--- config.mk ---
export PLATFORM = sky130hd
export DESIGN_NAME = dma_cluster_top
export DESIGN_NICKNAME = d
export VERILOG_FILES = /design/src/dma_pkg.sv /design/src/dma_stream_fork.sv /design/src/dma_split_midend.sv /design/src/dma_port_backend.sv /design/src/dma_cluster_top.sv
export VERILOG_INCLUDE_DIRS = /design/src /design/src/src
export SDC_FILE = /design/constraint.sdc
export NUM_CORES = 1
export LEC_CHECK = 0
export BUFFER_PORTS_ARGS = -buffer_cell sky130_fd_sc_hd__buf_2
export CORE_MARGIN = 10
export CORE_UTILIZATION = 48
export CTS_CLUSTER_DIAMETER = 100
export DETAILED_ROUTE_END_ITERATION = 12
export PLACE_DENSITY = 0.67
export REMOVE_ABC_BUFFERS = 1
export SETUP_SLACK_MARGIN = 0.5
export SLEW_MARGIN = 20
export SYNTH_ARGS = -nofsm -noshare
export SYNTH_HDL_FRONTEND = slang
export SYNTH_SLANG_ARGS = --single-unit
--- constraint.sdc ---
create_clock -name clk_i -period 17.2 [get_ports clk_i]
set_clock_uncertainty 0.1 [all_clocks]
set_input_delay 5.16 -clock clk_i [delete_from_list [all_inputs] [get_ports clk_i]]
set_output_delay 5.16 -clock clk_i [all_outputs]
set_load 0.05 [all_outputs]
--- src/dma_macros.svh ---
// DMA cluster constants
// Port count, interleave region, address and length widths, beat size

`ifndef DMA_MACROS_SVH
`define DMA_MACROS_SVH

// Number of backend ports behind the split stage
`define DMA_NUM_PORTS 4

// Bytes one port owns inside each interleave window
`define DMA_REGION_BYTES 64

// Bounds of the banked address region
`define DMA_REGION_START 32'h0000_0000
`define DMA_REGION_END 32'h1000_0000

// Request field widths
`define DMA_ADDR_WIDTH 32
`define DMA_LEN_WIDTH 16

// Backend beat size and the width of a beat's byte count
`define DMA_BEAT_BYTES 4
`define DMA_BEAT_NB_WIDTH 3

`endif

--- src/dma_pkg.sv ---
// DMA cluster types
// Burst request, per-port status, memory-side beat and backend FSM states

`default_nettype none

`include "dma_macros.svh"

package dma_pkg;

  typedef logic [`DMA_ADDR_WIDTH-1:0] addr_t;
  typedef logic [`DMA_LEN_WIDTH-1:0] len_t;
  typedef logic [`DMA_BEAT_NB_WIDTH-1:0] beat_nb_t;

  // One copy request, or one slice of it
  typedef struct packed {
    addr_t src;
    addr_t dst;
    len_t  num_bytes;
  } burst_req_t;

  // Completion pulse and idle level
  typedef struct packed {
    logic trans_complete;
    logic backend_idle;
  } dma_meta_t;

  // What a backend puts on its memory side each cycle
  typedef struct packed {
    logic     valid;
    addr_t    src;
    addr_t    dst;
    beat_nb_t nbytes;
  } dma_beat_t;

  typedef enum logic [1:0] {
    BE_IDLE,
    BE_BUSY,
    BE_DONE
  } backend_state_e;

endpackage

`default_nettype wire

--- src/dma_stream_fork.sv ---
// Stream fork
// Copies one valid/ready stream to NumPorts outputs and completes the input
// handshake once every output has accepted, in this cycle or an earlier one

`default_nettype none

module dma_stream_fork #(
  parameter int unsigned NumPorts = 4
) (
  input  wire logic                clk_i,
  input  wire logic                rst_ni,
  input  wire logic                valid_i,
  output logic                     ready_o,
  output logic      [NumPorts-1:0] valid_o,
  input  wire logic [NumPorts-1:0] ready_i
);

  // Outputs that already took the current item
  logic [NumPorts-1:0] taken_d, taken_q;
  logic [NumPorts-1:0] accepted;

  // Do not offer the item again to an output that has it
  assign valid_o = {NumPorts{valid_i}} & ~taken_q;

  assign accepted = valid_o & ready_i;

  // Every output either had it before or is taking it now
  assign ready_o = &(taken_q | ready_i);

  always_comb begin
    taken_d = taken_q | accepted;
    if (valid_i && ready_o) begin
      taken_d = '0;
    end
  end

  always_ff @(posedge clk_i or negedge rst_ni) begin
    if (!rst_ni) begin
      taken_q <= '0;
    end else begin
      taken_q <= taken_d;
    end
  end

endmodule

`default_nettype wire

--- src/dma_split_midend.sv ---
// Distributing midend
// Cuts one copy request into one slice per backend port by address window,
// ties off ports outside the transfer and merges the per-port status

`default_nettype none

`include "dma_macros.svh"

module dma_split_midend
  import dma_pkg::*;
#(
  parameter int unsigned NumPorts = 4
) (
  input  wire logic                       clk_i,
  input  wire logic                       rst_ni,
  // Request side
  input  wire burst_req_t                 burst_req_i,
  input  wire logic                       valid_i,
  output logic                            ready_o,
  output dma_meta_t                       meta_o,
  // Backend side
  output burst_req_t     [NumPorts-1:0]   burst_req_o,
  output logic           [NumPorts-1:0]   valid_o,
  input  wire logic      [NumPorts-1:0]   ready_i,
  input  wire dma_meta_t [NumPorts-1:0]   meta_i
);

  localparam int unsigned RegionBytes = `DMA_REGION_BYTES;
  localparam int unsigned RegionBits  = $clog2(RegionBytes);
  localparam int unsigned FullBits    = $clog2(RegionBytes * NumPorts);

  // Offsets inside the interleave window, one bit wider than a length
  typedef logic [`DMA_LEN_WIDTH:0] span_t;

  logic [NumPorts-1:0] fork_valid, fork_ready;
  logic [NumPorts-1:0] tie_off;
  logic                fork_in_valid, fork_in_ready;
  logic                busy_d, busy_q;
  logic                src_in_region;
  span_t               start_addr, end_addr;

  logic [NumPorts-1:0] done_d, done_q;
  logic [NumPorts-1:0] idle_q;

  // Status merge
  assign meta_o.trans_complete = &done_q;
  assign meta_o.backend_idle   = &idle_q;

  always_comb begin
    done_d = done_q;
    for (int i = 0; i < NumPorts; i++) begin
      done_d[i] = done_q[i] | meta_i[i].trans_complete | tie_off[i];
    end
    if (meta_o.trans_complete) begin
      done_d = '0;
    end
  end

  // Only one request in flight, so the merged pulse belongs to it
  always_comb begin
    busy_d = busy_q;
    if (valid_i && ready_o) begin
      busy_d = 1'b1;
    end else if (meta_o.trans_complete) begin
      busy_d = 1'b0;
    end
  end

  always_ff @(posedge clk_i or negedge rst_ni) begin
    if (!rst_ni) begin
      done_q <= '0;
      idle_q <= '1;
      busy_q <= 1'b0;
    end else begin
      done_q <= done_d;
      busy_q <= busy_d;
      for (int i = 0; i < NumPorts; i++) begin
        idle_q[i] <= meta_i[i].backend_idle;
      end
    end
  end

  assign fork_in_valid = valid_i & ~busy_q;
  assign ready_o       = fork_in_ready & ~busy_q;

  dma_stream_fork #(
    .NumPorts (NumPorts)
  ) i_fork (
    .clk_i   (clk_i),
    .rst_ni  (rst_ni),
    .valid_i (fork_in_valid),
    .ready_o (fork_in_ready),
    .valid_o (fork_valid),
    .ready_i (fork_ready)
  );

  // Region check as one unsigned compare
  assign src_in_region = (burst_req_i.src - `DMA_REGION_START) <
                         (`DMA_REGION_END - `DMA_REGION_START);

  // The side inside the region decides the cut
  always_comb begin
    if (src_in_region) begin
      start_addr = span_t'(burst_req_i.src[FullBits-1:0]);
    end else begin
      start_addr = span_t'(burst_req_i.dst[FullBits-1:0]);
    end
    end_addr = start_addr + span_t'(burst_req_i.num_bytes);
  end

  always_comb begin
    span_t win_lo;
    span_t win_hi;
    span_t offset;
    valid_o    = fork_valid;
    fork_ready = ready_i;
    tie_off    = '0;
    for (int i = 0; i < NumPorts; i++) begin
      win_lo = span_t'(i * RegionBytes);
      win_hi = span_t'((i + 1) * RegionBytes);
      // Distance from the request start to this port's window
      offset = win_lo - start_addr;
      burst_req_o[i] = burst_req_i;
      if ((start_addr >= win_hi) || (end_addr <= win_lo)) begin
        // Outside the transfer, handshake and complete locally
        burst_req_o[i] = '0;
        valid_o[i]     = 1'b0;
        fork_ready[i]  = 1'b1;
        tie_off[i]     = fork_valid[i];
      end else if (start_addr >= win_lo) begin
        // First slice, may also be the only one
        if (end_addr > win_hi) begin
          burst_req_o[i].num_bytes = len_t'(win_hi - start_addr);
        end
      end else begin
        // Window base on the split side, same offset on the other side
        if (src_in_region) begin
          burst_req_o[i].src[FullBits-1:0] = win_lo[FullBits-1:0];
          burst_req_o[i].dst = burst_req_i.dst + addr_t'(offset);
        end else begin
          burst_req_o[i].src = burst_req_i.src + addr_t'(offset);
          burst_req_o[i].dst[FullBits-1:0] = win_lo[FullBits-1:0];
        end
        if (end_addr >= win_hi) begin
          burst_req_o[i].num_bytes = len_t'(RegionBytes);
        end else begin
          // Last slice
          burst_req_o[i].num_bytes = len_t'(end_addr[RegionBits-1:0]);
        end
      end
    end
  end

endmodule

`default_nettype wire

--- src/dma_port_backend.sv ---
// Per-port DMA backend
// Takes one slice and walks it in fixed-size beats, then pulses completion

`default_nettype none

`include "dma_macros.svh"

module dma_port_backend
  import dma_pkg::*;
(
  input  wire logic       clk_i,
  input  wire logic       rst_ni,
  input  wire burst_req_t burst_req_i,
  input  wire logic       valid_i,
  output logic            ready_o,
  output dma_meta_t       meta_o,
  output dma_beat_t       beat_o
);

  backend_state_e state_d, state_q;

  addr_t    src_q, dst_q;
  len_t     rem_q;
  beat_nb_t beat_nb;
  logic     accept;
  logic     last_beat;

  assign ready_o = (state_q == BE_IDLE);
  assign accept  = valid_i & ready_o;

  // Final beat carries whatever is left
  assign last_beat = (rem_q <= len_t'(`DMA_BEAT_BYTES));
  assign beat_nb   = last_beat ? beat_nb_t'(rem_q) : beat_nb_t'(`DMA_BEAT_BYTES);

  always_comb begin
    state_d = state_q;
    case (state_q)
      BE_IDLE: begin
        if (accept) begin
          // Empty slice has no beats
          if (burst_req_i.num_bytes == '0) begin
            state_d = BE_DONE;
          end else begin
            state_d = BE_BUSY;
          end
        end
      end
      BE_BUSY: begin
        if (last_beat) begin
          state_d = BE_DONE;
        end
      end
      BE_DONE: state_d = BE_IDLE;
      default: state_d = BE_IDLE;
    endcase
  end

  always_ff @(posedge clk_i or negedge rst_ni) begin
    if (!rst_ni) begin
      state_q <= BE_IDLE;
    end else begin
      state_q <= state_d;
    end
  end

  // Beat pointers and remaining bytes
  always_ff @(posedge clk_i) begin
    if (accept) begin
      src_q <= burst_req_i.src;
      dst_q <= burst_req_i.dst;
      rem_q <= burst_req_i.num_bytes;
    end else if (state_q == BE_BUSY) begin
      src_q <= src_q + addr_t'(`DMA_BEAT_BYTES);
      dst_q <= dst_q + addr_t'(`DMA_BEAT_BYTES);
      rem_q <= rem_q - len_t'(beat_nb);
    end
  end

  always_comb begin
    beat_o.valid  = (state_q == BE_BUSY);
    beat_o.src    = src_q;
    beat_o.dst    = dst_q;
    beat_o.nbytes = beat_nb;
  end

  assign meta_o.trans_complete = (state_q == BE_DONE);
  assign meta_o.backend_idle   = (state_q == BE_IDLE);

endmodule

`default_nettype wire

--- src/dma_cluster_top.sv ---
// DMA cluster
// Split midend in front of one beat-walking backend per memory port

`default_nettype none

`include "dma_macros.svh"

module dma_cluster_top
  import dma_pkg::*;
(
  input  wire logic                            clk_i,
  input  wire logic                            rst_ni,
  input  wire burst_req_t                      burst_req_i,
  input  wire logic                            valid_i,
  output logic                                 ready_o,
  output dma_meta_t                            meta_o,
  output dma_beat_t      [`DMA_NUM_PORTS-1:0]  beat_o
);

  burst_req_t [`DMA_NUM_PORTS-1:0] slice_req;
  logic       [`DMA_NUM_PORTS-1:0] slice_valid;
  logic       [`DMA_NUM_PORTS-1:0] slice_ready;
  dma_meta_t  [`DMA_NUM_PORTS-1:0] slice_meta;

  dma_split_midend #(
    .NumPorts (`DMA_NUM_PORTS)
  ) i_midend (
    .clk_i       (clk_i),
    .rst_ni      (rst_ni),
    .burst_req_i (burst_req_i),
    .valid_i     (valid_i),
    .ready_o     (ready_o),
    .meta_o      (meta_o),
    .burst_req_o (slice_req),
    .valid_o     (slice_valid),
    .ready_i     (slice_ready),
    .meta_i      (slice_meta)
  );

  // One backend per bank port
  for (genvar p = 0; p < `DMA_NUM_PORTS; p++) begin : gen_ports
    dma_port_backend i_backend (
      .clk_i       (clk_i),
      .rst_ni      (rst_ni),
      .burst_req_i (slice_req[p]),
      .valid_i     (slice_valid[p]),
      .ready_o     (slice_ready[p]),
      .meta_o      (slice_meta[p]),
      .beat_o      (beat_o[p])
    );
  end

endmodule

`default_nettype wire

==> reports/qor.txt <==
Wire per inst - 22.09 µm
Residual DRC - 0
Final Critical Period - 15930 ps
Grt ovf - 0
Die Y - 261.9 µm
Startpoint Class - primary input
Final worst slack - 1269 ps
Post-synthesis sequential area ratio - 0.3609
Max-cap violations - 0
Post-DP HPWL - 73260 µm
Vias in the first global route - 24411
Drt first-iter violations - 2539
Hold slack - 375.7 ps
Fin. max-slew vios - 0
Share of layout cells above drive strength 1 - 0.1419
Relative slew slack - 0.2455
Gpl congestion - 0.9561
Post-Synthesis Cells - 3318
Area of the mapped netlist - 28100 µm²
Setup TNS - 0 ps
Setup-failing EPs final - 0
Cell taking the most area after synthesis - edfxtp_1
Hold buffer count at CTS - 0
Dpl cells - 4325
Top-level port count - 358
Top cells by count, synth - nand2_1, nor2_1, edfxtp_1
PortBufs - 357
Post-CTS setup buffer count - 0
Clk slew on worst S/H paths - 50 ps
Slowest-stage cell, CP - or4_1
Clock Root Buffer - clkbuf_16
Power Dens Cells - 105.0 nW/µm²
Skew-Pair Late Insertion Delay - 590 ps
RSZ-0062 raised after global routing - no
Die width - 261.9 µm
H-tree Lvls - 2
Crit end category - output port
Crit-path max FO - 18
Core Rows - 88
Post-Layout Cell Count - 4408
Post_cts resized - 0
Max incr delay on CP - 810 ps
Max VDD drop - 0.0001201 V
Final period util - 0.9262
Met2 WL post-DR - 43130 µm
HP Class - register to register
Final hold viol count - 0
CTS sink cnt - 341
Lkg Pwr - 12.70 nW
DR vias/cell - 5.958
Deepest clock path buffer count - 3
Most common cell in the netlist - nand2_1
Achievable Freq - 62.77 MHz
Net count, final - 3810
Multiplexer area fraction after synthesis - 0.01220
Place WS - 1393 ps
Post-synth ARST share - 0.06158
Main combinational cell family by area after synthesis - simple AND/OR/NAND/NOR gates
Slew @ Worst Pin - 1129 ps
Sum of routed wire segments on met1 - 42440 µm
Critical-path cell list - buf_2, or4_1, nand2_1, nand2_1, ha_1, fa_1, a21o_1, a221oi_4, a211oi_1, a311oi_1, a31oi_1, or4_1, or3_1, nand2_1, o311a_1, buf_2
Antenna violations before repair - 9
Synth Area in Simple Gates - 0.2235
Ys Warns - 0
Adder-cell share of the synthesized area - 0.05513
Final WL - 97390 µm
Seq cells post-synth - 341
Met3 WL - 8471 µm
Layout area overhead - 13.75%
Crit Path Class - primary input to output port
Distinct cells, synth - 79
Pin count of the biggest net entering global routing - 77
Synth Flop Type - edfxtp_1
Final core occ - 0.5529
CP required - 11940 ps
Initial Util - 0.4860
Compound-Gate Fraction of Synth Area - 0.1690
CTS Buf Count - 43
Status - finished clean
Share of the synthesized area in the top cell type - 0.3420
Syn_area_per_cell - 8.468 µm²
Top post-synthesis cells by area - edfxtp_1, xnor2_1, xor2_1
Max layer used - met5
Number of synthesized flops with an enable pin - 320
Initial DRT Pass Iterations - 5
Die ar. - 68610 µm²
Routed Antenna Nets - 0
Core box area - 57810 µm²
Flop-to-flop setup slack - 13100 ps
Crit-path most repeated cell - nand2_1
Post-Synth XOR/XNOR Area - 0.1459
CTS tree - done
Global-route wire length before repair - 146300 µm
Overall routing resource usage - 0.2727
DR vias - 26265
Critical Path AT - 10670 ps
==> placed cells by master (no fill, tap or decap), types with 11 or more instances in the layout <==
cell type / Yosys / layout
or2_2: 12 / 12
nand4_1: 56 / 56
nor2_1: 386 / 385
nor3_1: 70 / 67
o31ai_1: 11 / 11
and3_1: 87 / 87
xnor2_1: 286 / 286
mux2i_1: 32 / 32
buf_4: 4 / 42
and4_1: 13 / 13
xor2_1: 182 / 182
and2_1: 22 / 22
o21a_1: 11 / 11
nand2b_1: 35 / 35
nand2_1: 398 / 394
edfxtp_1: 320 / 320
clkbuf_16: 0 / 43
inv_1: 68 / 67
a21oi_1: 286 / 284
o211ai_1: 26 / 26
o21ai_0: 165 / 164
buf_2: 26 / 357
ha_1: 119 / 119
a31oi_1: 42 / 42
a211oi_1: 85 / 85
or3_1: 24 / 24
nand3_1: 163 / 161
nor4_1: 27 / 26
dfrtp_1: 17 / 17
a21o_1: 43 / 43
==> flip-flops by register name (all words and copies together) (netlist names) <==
| register | cells |
|---|---|
| i_midend.i_fork.taken_q | 4 |
| gen_ports.i_backend.src_q | 128 |
| i_midend.busy_q | 1 |
| gen_ports.i_backend.rem_q | 64 |
| gen_ports.i_backend.state_q | 8 |
| i_midend.done_q | 4 |
| gen_ports.i_backend.dst_q | 128 |
| i_midend.idle_q | 4 |
==> metal layers <==
metal | vias to the layer above | GRT usage
met2 | 1001 | 0.4217
met1 | 12466 | 0.3753
met4 | 8 | 0.09082
li1 | 12626 | -
met3 | 164 | 0.05650
met5 | - | 0
==> final timing paths <==
| kind | start | to | cells after the start |
|---|---|---|---|
| hold / removal | gen_ports[2].i_backend.state_q[1]$_DFFE_PN0P_ | i_midend.idle_q[2]$_DFF_PN1_ | 1 |
| hold reg to reg | gen_ports[2].i_backend.state_q[1]$_DFFE_PN0P_ | i_midend.idle_q[2]$_DFF_PN1_ | 1 |
| max in group asynchronous | rst_ni | i_midend.idle_q[3]$_DFF_PN1_ | 1 |
| setup reg to reg | gen_ports[3].i_backend.rem_q[6]$_DFFE_PP_ | gen_ports[3].i_backend.rem_q[8]$_DFFE_PP_ | 12 |
| setup / recovery | burst_req_i[78] | ready_o | 16 |
| min in group asynchronous | rst_ni | gen_ports[1].i_backend.state_q[1]$_DFFE_PN0P_ | 1 |
==> power breakdown <==
group / total [W] / leakage [nW] / switching, W / internal (W)
Sequential: 0.00130 / 3.72 / 0.000164 / 0.00113
Combinational: 0.00117 / 8.33 / 0.000801 / 0.000369
Clock: 0.000888 / 0.653 / 0.000379 / 0.000509
Total: 0.00336 / 12.7 / 0.00134 / 0.00201
==> critical path: cells and delay by family <==
family / cells / cell delay, ps
adder cells (fa/ha/maj): 2 / 720
AND/OR/NAND/NOR: 6 / 2860
buffers and inverters: 2 / 440
AO/OA/AOI/OAI: 6 / 1460
==> layout make-up <==
cell class / instances / area, µm²
Tap cell: 765 / 957.2
Fill cell: 5473 / 25850
Timing Repair Buffer: 400 / 2113
Multi-Input combinational cell: 2748 / 17140
Antenna cell: 6 / 15.01
Sequential cell: 341 / 10140
Clock inverter: 20 / 146.4
Inverter: 71 / 266.5
Clock buffer: 57 / 1179
==> through the flow <==
step | total power, W | instance area, µm²
3_3_place_gp | 0.002454 | 30620
3_5_place_dp | 0.002469 | 30620
6_report | 0.003356 | 31960
2_1_floorplan | 0.002130 | 27440
5_1_grt | 0.003525 | 31950
4_1_cts | 0.003360 | 31940
==> cells by family (layout without fill, tap and decap cells) <==
| group | count (synthesis) | after routing |
|---|---|---|
| simple gates | 1342 | 1342 |
| compound gates | 778 | 778 |
| xor+xnor | 468 | 468 |
| flops | 341 | 341 |
| buf+inv | 232 | 548 |
| fa+ha+maj | 122 | 122 |
| mux | 34 | 34 |
| other cells | 1 | 10 |
Note: power is estimated with default switching activity, not from simulation.
